**src/design/rename_pkg.sv**
```systemverilog
/*
 * shared sizes, index types and opcodes for the one-wide rename core
 * imported by every design block; widths follow from the counts below
 */
package rename_pkg;

    ////////////////////////////////////////
    // sizes
    ////////////////////////////////////////
    localparam int ARCH_REGS  = 32;                     // rv32 integer file
    localparam int PHYS_REGS  = 64;
    localparam int ROB_DEPTH  = 16;
    localparam int FREE_DEPTH = PHYS_REGS - ARCH_REGS;  // regs not mapped at reset

    localparam int ARCH_W     = $clog2(ARCH_REGS);
    localparam int PHYS_W     = $clog2(PHYS_REGS);
    localparam int ROB_W      = $clog2(ROB_DEPTH);
    localparam int FREE_W     = $clog2(FREE_DEPTH);     // free list pointer width

    ////////////////////////////////////////
    // index types
    ////////////////////////////////////////
    typedef logic [ARCH_W-1:0] arch_idx_t;
    typedef logic [PHYS_W-1:0] phys_idx_t;
    typedef logic [ROB_W-1:0]  rob_idx_t;

    // instruction word, seen as r-type or i-type
    // rd, rs1 and opcode sit at the same bits in both views
    typedef struct packed {
        logic [6:0] funct7;
        arch_idx_t  rs2;
        arch_idx_t  rs1;
        logic [2:0] funct3;
        arch_idx_t  rd;
        logic [6:0] opcode;
    } r_fmt_t;

    typedef struct packed {
        logic [11:0] imm;       // rs2 and funct7 slots hold the immediate
        arch_idx_t   rs1;
        logic [2:0]  funct3;
        arch_idx_t   rd;
        logic [6:0]  opcode;
    } i_fmt_t;

    typedef union packed {
        r_fmt_t r_view;
        i_fmt_t i_view;
    } inst_word_t;

    ////////////////////////////////////////
    // opcodes
    ////////////////////////////////////////
    localparam logic [6:0] OPC_OP     = 7'b0110011;  // add, sub, and, ...
    localparam logic [6:0] OPC_OP_IMM = 7'b0010011;  // addi, andi, ...

endpackage
```
**src/design/rename_core.sv**
```systemverilog
/*
 * top of the one-wide rename core
 * dispatch port in, completion by rob index in, retirement reports out
 */
`timescale 1ns/1ns

module rename_core (
    input  logic                   clock,
    input  logic                   reset,

    // dispatch
    input  logic                   inst_valid,
    input  rename_pkg::inst_word_t inst,
    output logic                   inst_ready,
    output rename_pkg::phys_idx_t  dst_phys,
    output rename_pkg::phys_idx_t  src1_phys,
    output logic                   src1_ready,
    output rename_pkg::phys_idx_t  src2_phys,
    output logic                   src2_ready,
    output rename_pkg::rob_idx_t   rob_idx,

    // completion, no back-pressure
    input  logic                   complete_valid,
    input  rename_pkg::rob_idx_t   complete_rob_idx,

    // retirement
    output logic                   retire_valid,
    output rename_pkg::arch_idx_t  retire_arch,
    output rename_pkg::phys_idx_t  retire_new_phys,
    output rename_pkg::phys_idx_t  retire_old_phys
);
    import rename_pkg::*;

    // dispatch side
    logic       alloc_en;
    logic       alloc_dst;
    arch_idx_t  dst_arch;
    arch_idx_t  src1_arch;
    arch_idx_t  src2_arch;
    logic       src2_used;
    phys_idx_t  old_phys;

    // free list
    phys_idx_t  free_head;
    logic       free_empty;
    logic       free_pop;
    logic       free_push;

    // rob
    logic       rob_full;
    logic       done_valid;
    phys_idx_t  done_phys;
    logic       retire_has_dst;

    ////////////////////////////////////////
    // glue
    ////////////////////////////////////////
    assign free_pop  = alloc_en && alloc_dst;           // take a reg only for rd != x0
    assign free_push = retire_valid && retire_has_dst;  // hand back the old mapping
    assign dst_phys  = alloc_dst ? free_head : '0;      // x0 stays on phys 0

    ////////////////////////////////////////
    // blocks
    ////////////////////////////////////////
    dispatch_unit u_dispatch (
        .inst_valid (inst_valid),
        .inst       (inst),
        .rob_full   (rob_full),     // <- rob
        .free_empty (free_empty),   // <- free list
        .inst_ready (inst_ready),
        .alloc_en   (alloc_en),
        .alloc_dst  (alloc_dst),
        .dst_arch   (dst_arch),     // -> map table, rob
        .src1_arch  (src1_arch),
        .src2_arch  (src2_arch),
        .src2_used  (src2_used)
    );

    map_table u_map (
        .clock (clock), .reset (reset),
        .alloc_en   (alloc_en),
        .alloc_dst  (alloc_dst),
        .dst_arch   (dst_arch),
        .src1_arch  (src1_arch),
        .src2_arch  (src2_arch),
        .src2_used  (src2_used),
        .new_phys   (dst_phys),
        .done_valid (done_valid),   // <- rob broadcast
        .done_phys  (done_phys),
        .src1_phys  (src1_phys),
        .src2_phys  (src2_phys),
        .old_phys   (old_phys),     // -> rob
        .src1_ready (src1_ready),
        .src2_ready (src2_ready)
    );

    free_list u_free (
        .clock (clock), .reset (reset),
        .pop       (free_pop),
        .push      (free_push),
        .push_phys (retire_old_phys),
        .head_phys (free_head),
        .empty     (free_empty)
    );

    reorder_buffer u_rob (
        .clock (clock), .reset (reset),
        .alloc_en         (alloc_en),
        .alloc_dst        (alloc_dst),
        .dst_arch         (dst_arch),
        .new_phys         (dst_phys),
        .old_phys         (old_phys),
        .complete_valid   (complete_valid),
        .complete_rob_idx (complete_rob_idx),
        .tail_idx         (rob_idx),
        .full             (rob_full),
        .done_valid       (done_valid),
        .done_phys        (done_phys),
        .retire_en        (retire_valid),
        .retire_has_dst   (retire_has_dst),
        .retire_arch      (retire_arch),
        .retire_new_phys  (retire_new_phys),
        .retire_old_phys  (retire_old_phys)
    );

endmodule

```
**src/design/reorder_buffer.sv**
```systemverilog
/*
 * in-order queue of dispatched instructions with done bits
 * completion by index sets done and broadcasts the tag, head retires when done
 */
`timescale 1ns/1ns

module reorder_buffer (
    input  logic                  clock,
    input  logic                  reset,
    input  logic                  alloc_en,
    input  logic                  alloc_dst,
    input  rename_pkg::arch_idx_t dst_arch,
    input  rename_pkg::phys_idx_t new_phys,
    input  rename_pkg::phys_idx_t old_phys,
    input  logic                  complete_valid,
    input  rename_pkg::rob_idx_t  complete_rob_idx,

    output rename_pkg::rob_idx_t  tail_idx,        // slot the next dispatch gets
    output logic                  full,
    output logic                  done_valid,      // broadcast to the map table
    output rename_pkg::phys_idx_t done_phys,
    output logic                  retire_en,
    output logic                  retire_has_dst,
    output rename_pkg::arch_idx_t retire_arch,
    output rename_pkg::phys_idx_t retire_new_phys,
    output rename_pkg::phys_idx_t retire_old_phys
);
    import rename_pkg::*;

    // per-entry control
    logic [ROB_DEPTH-1:0] valid;
    logic [ROB_DEPTH-1:0] done;

    // per-entry payload, written at dispatch only
    logic                 has_dst  [ROB_DEPTH];
    arch_idx_t            arch     [ROB_DEPTH];
    phys_idx_t            phys_new [ROB_DEPTH];
    phys_idx_t            phys_old [ROB_DEPTH];

    rob_idx_t             head;
    rob_idx_t             tail;
    logic [ROB_W:0]       count;
    logic                 complete_hit;  // completion names a live, unfinished entry

    ////////////////////////////////////////
    // completion
    ////////////////////////////////////////
    // stale or repeated completions fall out here
    assign complete_hit = complete_valid && valid[complete_rob_idx] && !done[complete_rob_idx];

    assign done_valid = complete_hit && has_dst[complete_rob_idx];  // x0 writers stay quiet
    assign done_phys  = phys_new[complete_rob_idx];

    ////////////////////////////////////////
    // head / retirement
    ////////////////////////////////////////
    assign retire_en       = valid[head] && done[head];  // one per cycle at most
    assign retire_has_dst  = has_dst[head];
    assign retire_arch     = arch[head];
    assign retire_new_phys = phys_new[head];
    assign retire_old_phys = phys_old[head];

    assign tail_idx = tail;
    assign full     = (count == (ROB_W+1)'(ROB_DEPTH));

    ////////////////////////////////////////
    // control state
    ////////////////////////////////////////
    always_ff @(posedge clock) begin
        if (reset) begin
            valid <= '0;
            done  <= '0;
            head  <= '0;
            tail  <= '0;
            count <= '0;
        end else begin
            if (complete_hit)
                done[complete_rob_idx] <= 1'b1;
            if (alloc_en) begin
                valid[tail] <= 1'b1;
                done[tail]  <= 1'b0;
                tail        <= tail + 1'b1;  // depth is a power of two
            end
            if (retire_en) begin
                valid[head] <= 1'b0;
                head        <= head + 1'b1;
            end

            case ({alloc_en, retire_en})
                2'b10:   count <= count + 1'b1;
                2'b01:   count <= count - 1'b1;
                default: count <= count;
            endcase
        end
    end

    // payload captured at dispatch
    always_ff @(posedge clock) begin
        if (alloc_en) begin
            has_dst[tail]  <= alloc_dst;
            arch[tail]     <= dst_arch;
            phys_new[tail] <= new_phys;  // 0 when rd is x0
            phys_old[tail] <= old_phys;  // freed when this entry retires
        end
    end

endmodule

```
**src/design/free_list.sv**
```systemverilog
/*
 * circular FIFO of free physical register numbers
 * pops on allocation, pushes the old mapping back at retirement
 */
`timescale 1ns/1ns

module free_list (
    input  logic                  clock,
    input  logic                  reset,
    input  logic                  pop,        // allocation with a destination
    input  logic                  push,       // retirement with a destination
    input  rename_pkg::phys_idx_t push_phys,  // old mapping being freed

    output rename_pkg::phys_idx_t head_phys,  // next register handed out
    output logic                  empty
);
    import rename_pkg::*;

    phys_idx_t         slots [FREE_DEPTH];
    logic [FREE_W-1:0] head;   // oldest free entry
    logic [FREE_W-1:0] tail;   // next write slot
    logic [FREE_W:0]   count;  // one extra bit, 0 to FREE_DEPTH

    ////////////////////////////////////////
    // pointers and storage
    ////////////////////////////////////////
    always_ff @(posedge clock) begin
        if (reset) begin
            for (int i = 0; i < FREE_DEPTH; i++) begin
                slots[i] <= phys_idx_t'(ARCH_REGS + i);  // 32..63 in order
            end
            head  <= '0;
            tail  <= '0;                                  // full, so tail wraps to head
            count <= (FREE_W+1)'(FREE_DEPTH);
        end else begin
            if (push) begin
                slots[tail] <= push_phys;
                tail <= (tail == FREE_W'(FREE_DEPTH - 1)) ? '0 : tail + 1'b1;
            end
            if (pop)
                head <= (head == FREE_W'(FREE_DEPTH - 1)) ? '0 : head + 1'b1;

            case ({push, pop})
                2'b10:   count <= count + 1'b1;
                2'b01:   count <= count - 1'b1;
                default: count <= count;  // both or neither, net zero
            endcase
        end
    end

    ////////////////////////////////////////
    // outputs
    ////////////////////////////////////////
    assign head_phys = slots[head];
    assign empty     = (count == '0);

endmodule

```
**src/design/map_table.sv**
```systemverilog
/*
 * speculative arch-to-phys map plus one ready bit per phys register
 * lookups are combinational and see a same-cycle completion broadcast
 */
`timescale 1ns/1ns

module map_table (
    input  logic                  clock,
    input  logic                  reset,
    input  logic                  alloc_en,
    input  logic                  alloc_dst,
    input  rename_pkg::arch_idx_t dst_arch,
    input  rename_pkg::arch_idx_t src1_arch,
    input  rename_pkg::arch_idx_t src2_arch,
    input  logic                  src2_used,
    input  rename_pkg::phys_idx_t new_phys,    // head of the free list
    input  logic                  done_valid,  // completion broadcast
    input  rename_pkg::phys_idx_t done_phys,

    output rename_pkg::phys_idx_t src1_phys,
    output rename_pkg::phys_idx_t src2_phys,
    output rename_pkg::phys_idx_t old_phys,    // previous mapping of dst_arch
    output logic                  src1_ready,
    output logic                  src2_ready
);
    import rename_pkg::*;

    phys_idx_t              map [ARCH_REGS];
    logic [PHYS_REGS-1:0]   ready;

    ////////////////////////////////////////
    // state update
    ////////////////////////////////////////
    always_ff @(posedge clock) begin
        if (reset) begin
            for (int i = 0; i < ARCH_REGS; i++) begin
                map[i] <= phys_idx_t'(i);  // identity map
            end
            ready <= '1;                   // every value is committed
        end else begin
            if (done_valid)
                ready[done_phys] <= 1'b1;  // producer finished
            if (alloc_en && alloc_dst) begin
                map[dst_arch]    <= new_phys;
                ready[new_phys]  <= 1'b0;  // new value not produced yet
            end
        end
    end

    ////////////////////////////////////////
    // lookups
    ////////////////////////////////////////
    assign src1_phys = map[src1_arch];
    assign old_phys  = map[dst_arch];  // read before this cycle's write

    // bypass so a broadcast in the lookup cycle already counts
    assign src1_ready = ready[src1_phys] || (done_valid && (done_phys == src1_phys));

    always_comb begin
        if (src2_used) begin
            src2_phys  = map[src2_arch];
            src2_ready = ready[src2_phys] || (done_valid && (done_phys == src2_phys));
        end else begin
            src2_phys  = '0;    // no second operand
            src2_ready = 1'b1;
        end
    end

endmodule

```
**src/design/dispatch_unit.sv**
```systemverilog
/*
 * decodes the incoming instruction and decides whether it can be taken
 * drives the allocate strobe and the map table lookup indices
 */
`timescale 1ns/1ns

module dispatch_unit (
    input  logic                   inst_valid,
    input  rename_pkg::inst_word_t inst,
    input  logic                   rob_full,     // no rob slot left
    input  logic                   free_empty,   // no free phys reg left

    output logic                   inst_ready,
    output logic                   alloc_en,     // instruction taken this cycle
    output logic                   alloc_dst,    // writes a nonzero rd
    output rename_pkg::arch_idx_t  dst_arch,
    output rename_pkg::arch_idx_t  src1_arch,
    output rename_pkg::arch_idx_t  src2_arch,
    output logic                   src2_used
);
    import rename_pkg::*;

    ////////////////////////////////////////
    // decode
    ////////////////////////////////////////
    always_comb begin
        case (inst.r_view.opcode)
            OPC_OP:     src2_used = 1'b1;  // rs2 is a real source
            OPC_OP_IMM: src2_used = 1'b0;  // immediate sits in the rs2 slot
            default:    src2_used = 1'b0;  // everything else handled as i-type
        endcase
    end

    // shared fields, either view gives the same bits
    assign dst_arch  = inst.i_view.rd;
    assign src1_arch = inst.i_view.rs1;
    assign src2_arch = inst.r_view.rs2;  // don't care when src2_used is low

    // x0 writes are dropped, no phys reg needed
    assign alloc_dst = (dst_arch != '0);

    ////////////////////////////////////////
    // acceptance
    ////////////////////////////////////////
    // ready never looks at inst_valid
    // a free reg is only needed when there is a destination
    assign inst_ready = !rob_full && !(free_empty && alloc_dst);

    assign alloc_en = inst_valid && inst_ready;  // handshake fires

endmodule

```
**config.mk**
```make
export PLATFORM = sky130hd
export DESIGN_NAME = rename_core
export DESIGN_NICKNAME = d
export VERILOG_FILES = /design/src/design/rename_pkg.sv /design/src/design/rename_core.sv /design/src/design/reorder_buffer.sv /design/src/design/free_list.sv /design/src/design/map_table.sv /design/src/design/dispatch_unit.sv
export SDC_FILE = /design/constraint.sdc
export NUM_CORES = 1
export LEC_CHECK = 0
export BUFFER_PORTS_ARGS = -buffer_cell sky130_fd_sc_hd__buf_2
export CAP_MARGIN = 20
export CORE_MARGIN = 5
export CORE_UTILIZATION = 40
export CTS_BUF_LIST = sky130_fd_sc_hd__clkbuf_8
export DETAILED_ROUTE_END_ITERATION = 16
export PLACE_DENSITY_LB_ADDON = 0.12
export SYNTH_ARGS = -nofsm -noshare
export SYNTH_HDL_FRONTEND = slang
export SYNTH_SLANG_ARGS = --single-unit
```
**constraint.sdc**
```tcl
create_clock -name clock -period 3.66 [get_ports clock]
set_input_delay 0 -clock clock [delete_from_list [all_inputs] [get_ports clock]]
set_output_delay 0 -clock clock [all_outputs]
set_load 0.005 [all_outputs]
```
==> qor.csv <==
stage;metric;value;unit
sta;Worst Skew;50.9;ps
final_layout;commonest non-fill, non-tap cells in the layout;672 x edfxtp_1, 307 x mux4_2, 299 x nor2_1;
routing;DR DRC count;0;
synth;Synth area leaders;edfxtp_1 51%, mux4_2 17%, dfxtp_1 6.8%;
routing;drt first pass iters;7;
floorplanning;FP Rows;115;
floorplanning;Ports;83;
sta;part of the cycle the worst path needs;1.07;
final_layout;Finished Cell Area;0.0461;mm2
routing;vias per cell;5.96;
synth;asr flop ratio synth;0;
place;Final Wtd Congestion;0.919;
setup_path;WP buf/inv;4;
grt;global-route wire length before repair;182000;um
routing;Vias;26700;
clocking;CTS Buf Count;144;
pwr;Leak;15.1;nW
floorplanning;core box area;0.0983;mm2
sta;unrepaired setup endpoints after global routing;yes;
final_layout;Layout area overhead;16.5;%
routing;DRT iter0 DRCs;2702;
final_layout;final-layout fill cell count;8716;
pwr;maximum VDD drop;0.322;mV
clocking;CTS tree;done;
run_status;status;complete, but fails checks;
worst_hold_path;min-delay worst type;primary input to flop;
synth;top cell type's share of synthesized area;0.511;
grt;largest net degree at the start of global routing;94;
place;placed cell area;0.0423;mm2
sta;Final Max Slew Viols;0;
clocking;H-tree levels;4;
final_layout;nets@finish;3137;
clocking;Clock Tree Root;clkbuf_8;
grt;antenna violations before repair;2;
sta;Fin Hold WS;110;ps
final_layout;most common cell after layout, fill and taps aside;edfxtp_1;
setup_path;worst path cell trace;mux4_2 -> mux4_2 -> mux2i_4 -> buf_6 -> nor2_4 -> buf_6 -> buf_6 -> a221oi_2 -> mux2i_1 -> mux2i_1 -> o32a_1 -> buf_2;
synth;Yosys cell types;73;
clocking;CTS clock-pin slew for the worst setup and hold paths;60;ps
run;max-cap violations;0;
place;Port Buf Inserts;72;
floorplanning;DIE AREA;0.105;mm2
synth;Yosys warnings;0;
routing;WL final;123000;um
setup_path;worst-path fanout max;6;
setup_path;crit path launch type;flop;
setup_path;crit-path most repeated cell;buf_6;
floorplanning;Die X;324;um
synth;post-synthesis cell area;0.0395;mm2
grt;number of global-route vias before repair;27562;
pwr;pwr dens;526;mW/mm2
synth;number of synthesized flops with an enable pin;672;
final_layout;layout cell share with drive strength beyond 1;0.294;
clocking;maximum buffer depth of the clock tree;3;
setup_path;Crit. End Element;output port;
synth;ys flop type;edfxtp_1;
synth;synthesized area per cell;14.0;um2
sta;Setup WS post-layout;-273;ps
sta;Slew @ Worst Pin;1060;ps
routing;routed len/inst;27.5;um
sta;Worst slew margin;0.288;
setup_path;Worst path max stage delay;550;ps
setup_path;CP max stage cell;mux4_2;
setup_path;kind of cell adding the most delay to the critical path;multiplexers;
sta;Tmin final;3930;ps
synth;post-synth top area cell;edfxtp_1;
setup_path;WS Path Type;flop to output port;
clocking;CTS Sinks;806;
sta;final hold viol count;0;
setup_path;WP data arrival;3930;ps
routing;post-route ant nets;0;
run_status;failing checks;negative setup slack;
place;dpl hpwl;81300;um
floorplanning;Die Ht;324;um
synth;proportion of synthesized chip area in sequential cells;0.578;
synth;Syn Inst Count;2831;
grt;GR Overflow Total;0;
sta;Fmax achieved;254;MHz
sta;Setup Viol. Count Final;2;
floorplanning;Initial Util;0.402;
grt;Tot GR Track Use;0.229;
synth;number of synthesized register bits;806;
setup_path;WP data required;3660;ps
clocking;clk_lat worst skew;840;ps
sta;Fin Setup TNS;-533;ps
## stage by stage
| stage | std cells | setup WS [ps] | power, mW | util |
|---|---|---|---|---|
| finish | 4480 | -273 | 24.2 | 0.469 |
| global route | 4479 | -373 | 25.3 | 0.469 |
| CTS | 4464 | -329 | 24.4 | 0.467 |
| detailed placement | 4158 | -141 | 15.7 | 0.430 |
| global placement | 4158 | -168 | 15.6 | 0.430 |
| floorplan | 2836 | 51.9 | 13.7 | - |
## repair_timing
item,in CTS,in global routing
pin swaps,18,8
endpoints found under the hold margin,174,0
endpoints found under the setup margin,16,17
cloned,2,1
hold buffers,14,0
gates resized for setup,60,21
setup buffers,24,13
## report_power, final
group | leakage [nW] | switching [mW] | internal, mW
logic | 6.42 | 3.04 | 2.11
registers | 6.98 | 0.211 | 10.3
clock network | 1.66 | 4.03 | 4.51
total | 15.1 | 7.28 | 17.0
## kinds of logic (layout without fill, tap and decap cells)
family                     Yosys count  count (layout)  share of synthesized area
DFF                                806             806                      0.578
muxes                              465             465                      0.218
and+or+nand+nor                    908             908                      0.103
buffers and inverters              255             610                     0.0269
adders and majority gates           26              26                    0.00861
AOI/OAI and AO/OA                  344             344                     0.0591
xor gates and xnor gates            26              26                    0.00576
other                                1               8                  0.0000949
## sequential cells by signal (all words and copies together) (netlist names), named ones only
name,flops
u_map.ready,64
u_map.map,192
u_free.count,6
u_rob.tail_idx,4
u_free.slots,192
u_rob.valid,16
u_rob.arch,80
u_rob.head,4
u_free.head,5
u_rob.count,5
u_rob.phys_new,96
u_rob.done,16
u_rob.has_dst,16
u_rob.phys_old,96
u_free.tail,5
## worst reg2reg max path, delay by kind of cell, from the launching register on
family	cells	cell delay [ps]
muxes	3	1410
and+or+nand+nor	3	950
buffers and inverters	2	420
DFF	1	380
AOI/OAI and AO/OA	1	160
## final timing paths
kind	end	from	slack (ps)	cells past startpoint
max	src1_ready	u_map.map[7][2]	-270	12
max reg2reg	u_map.ready[33]	flop	190	9
min reg2reg	u_rob.valid[0]	u_rob.valid[0]	510	2
min	u_rob.done[3]	complete_rob_idx[1]	110	5
## cell usage after synthesis (10+ instances only)
master,n
buf_4,10
inv_1,48
clkbuf_1,134
nor3_1,49
dfxtp_1,134
edfxtp_1,672
o22ai_1,14
or2_2,26
mux2_2,46
o21ai_0,22
nand2b_1,51
and3_1,28
and2_1,19
nand2_1,296
nand3_1,58
nor2b_1,12
nor3b_1,13
o2111ai_1,10
a21oi_1,102
mux4_2,304
a22oi_1,39
buf_1,27
a211oi_1,78
buf_2,31
ha_1,24
xnor2_1,16
nor2_1,316
xor2_1,10
a221oi_1,11
mux2i_1,108
## routing by layer
metal,vias up,GRT usage,routed length (um)
met5,-,0,0
met4,0,0.0886,4430
met3,250,0.0382,8120
met2,1113,0.368,58900
met1,13840,0.315,52000
li1,11497,-,-
## area by class of cell
class,count,area (um2),share of cell area
Multi-Input combinational cell,1775,16000,0.347
Timing Repair Buffer,295,2480,0.0538
Inverter,49,191,0.00416
Sequential cell,806,22900,0.497
Clock inverter,113,791,0.0172
Tap cell,1287,1610,0.0350
Clock buffer,153,2110,0.0457
Antenna cell,2,5.00,0.000109
(Power assumes the default switching activity.)
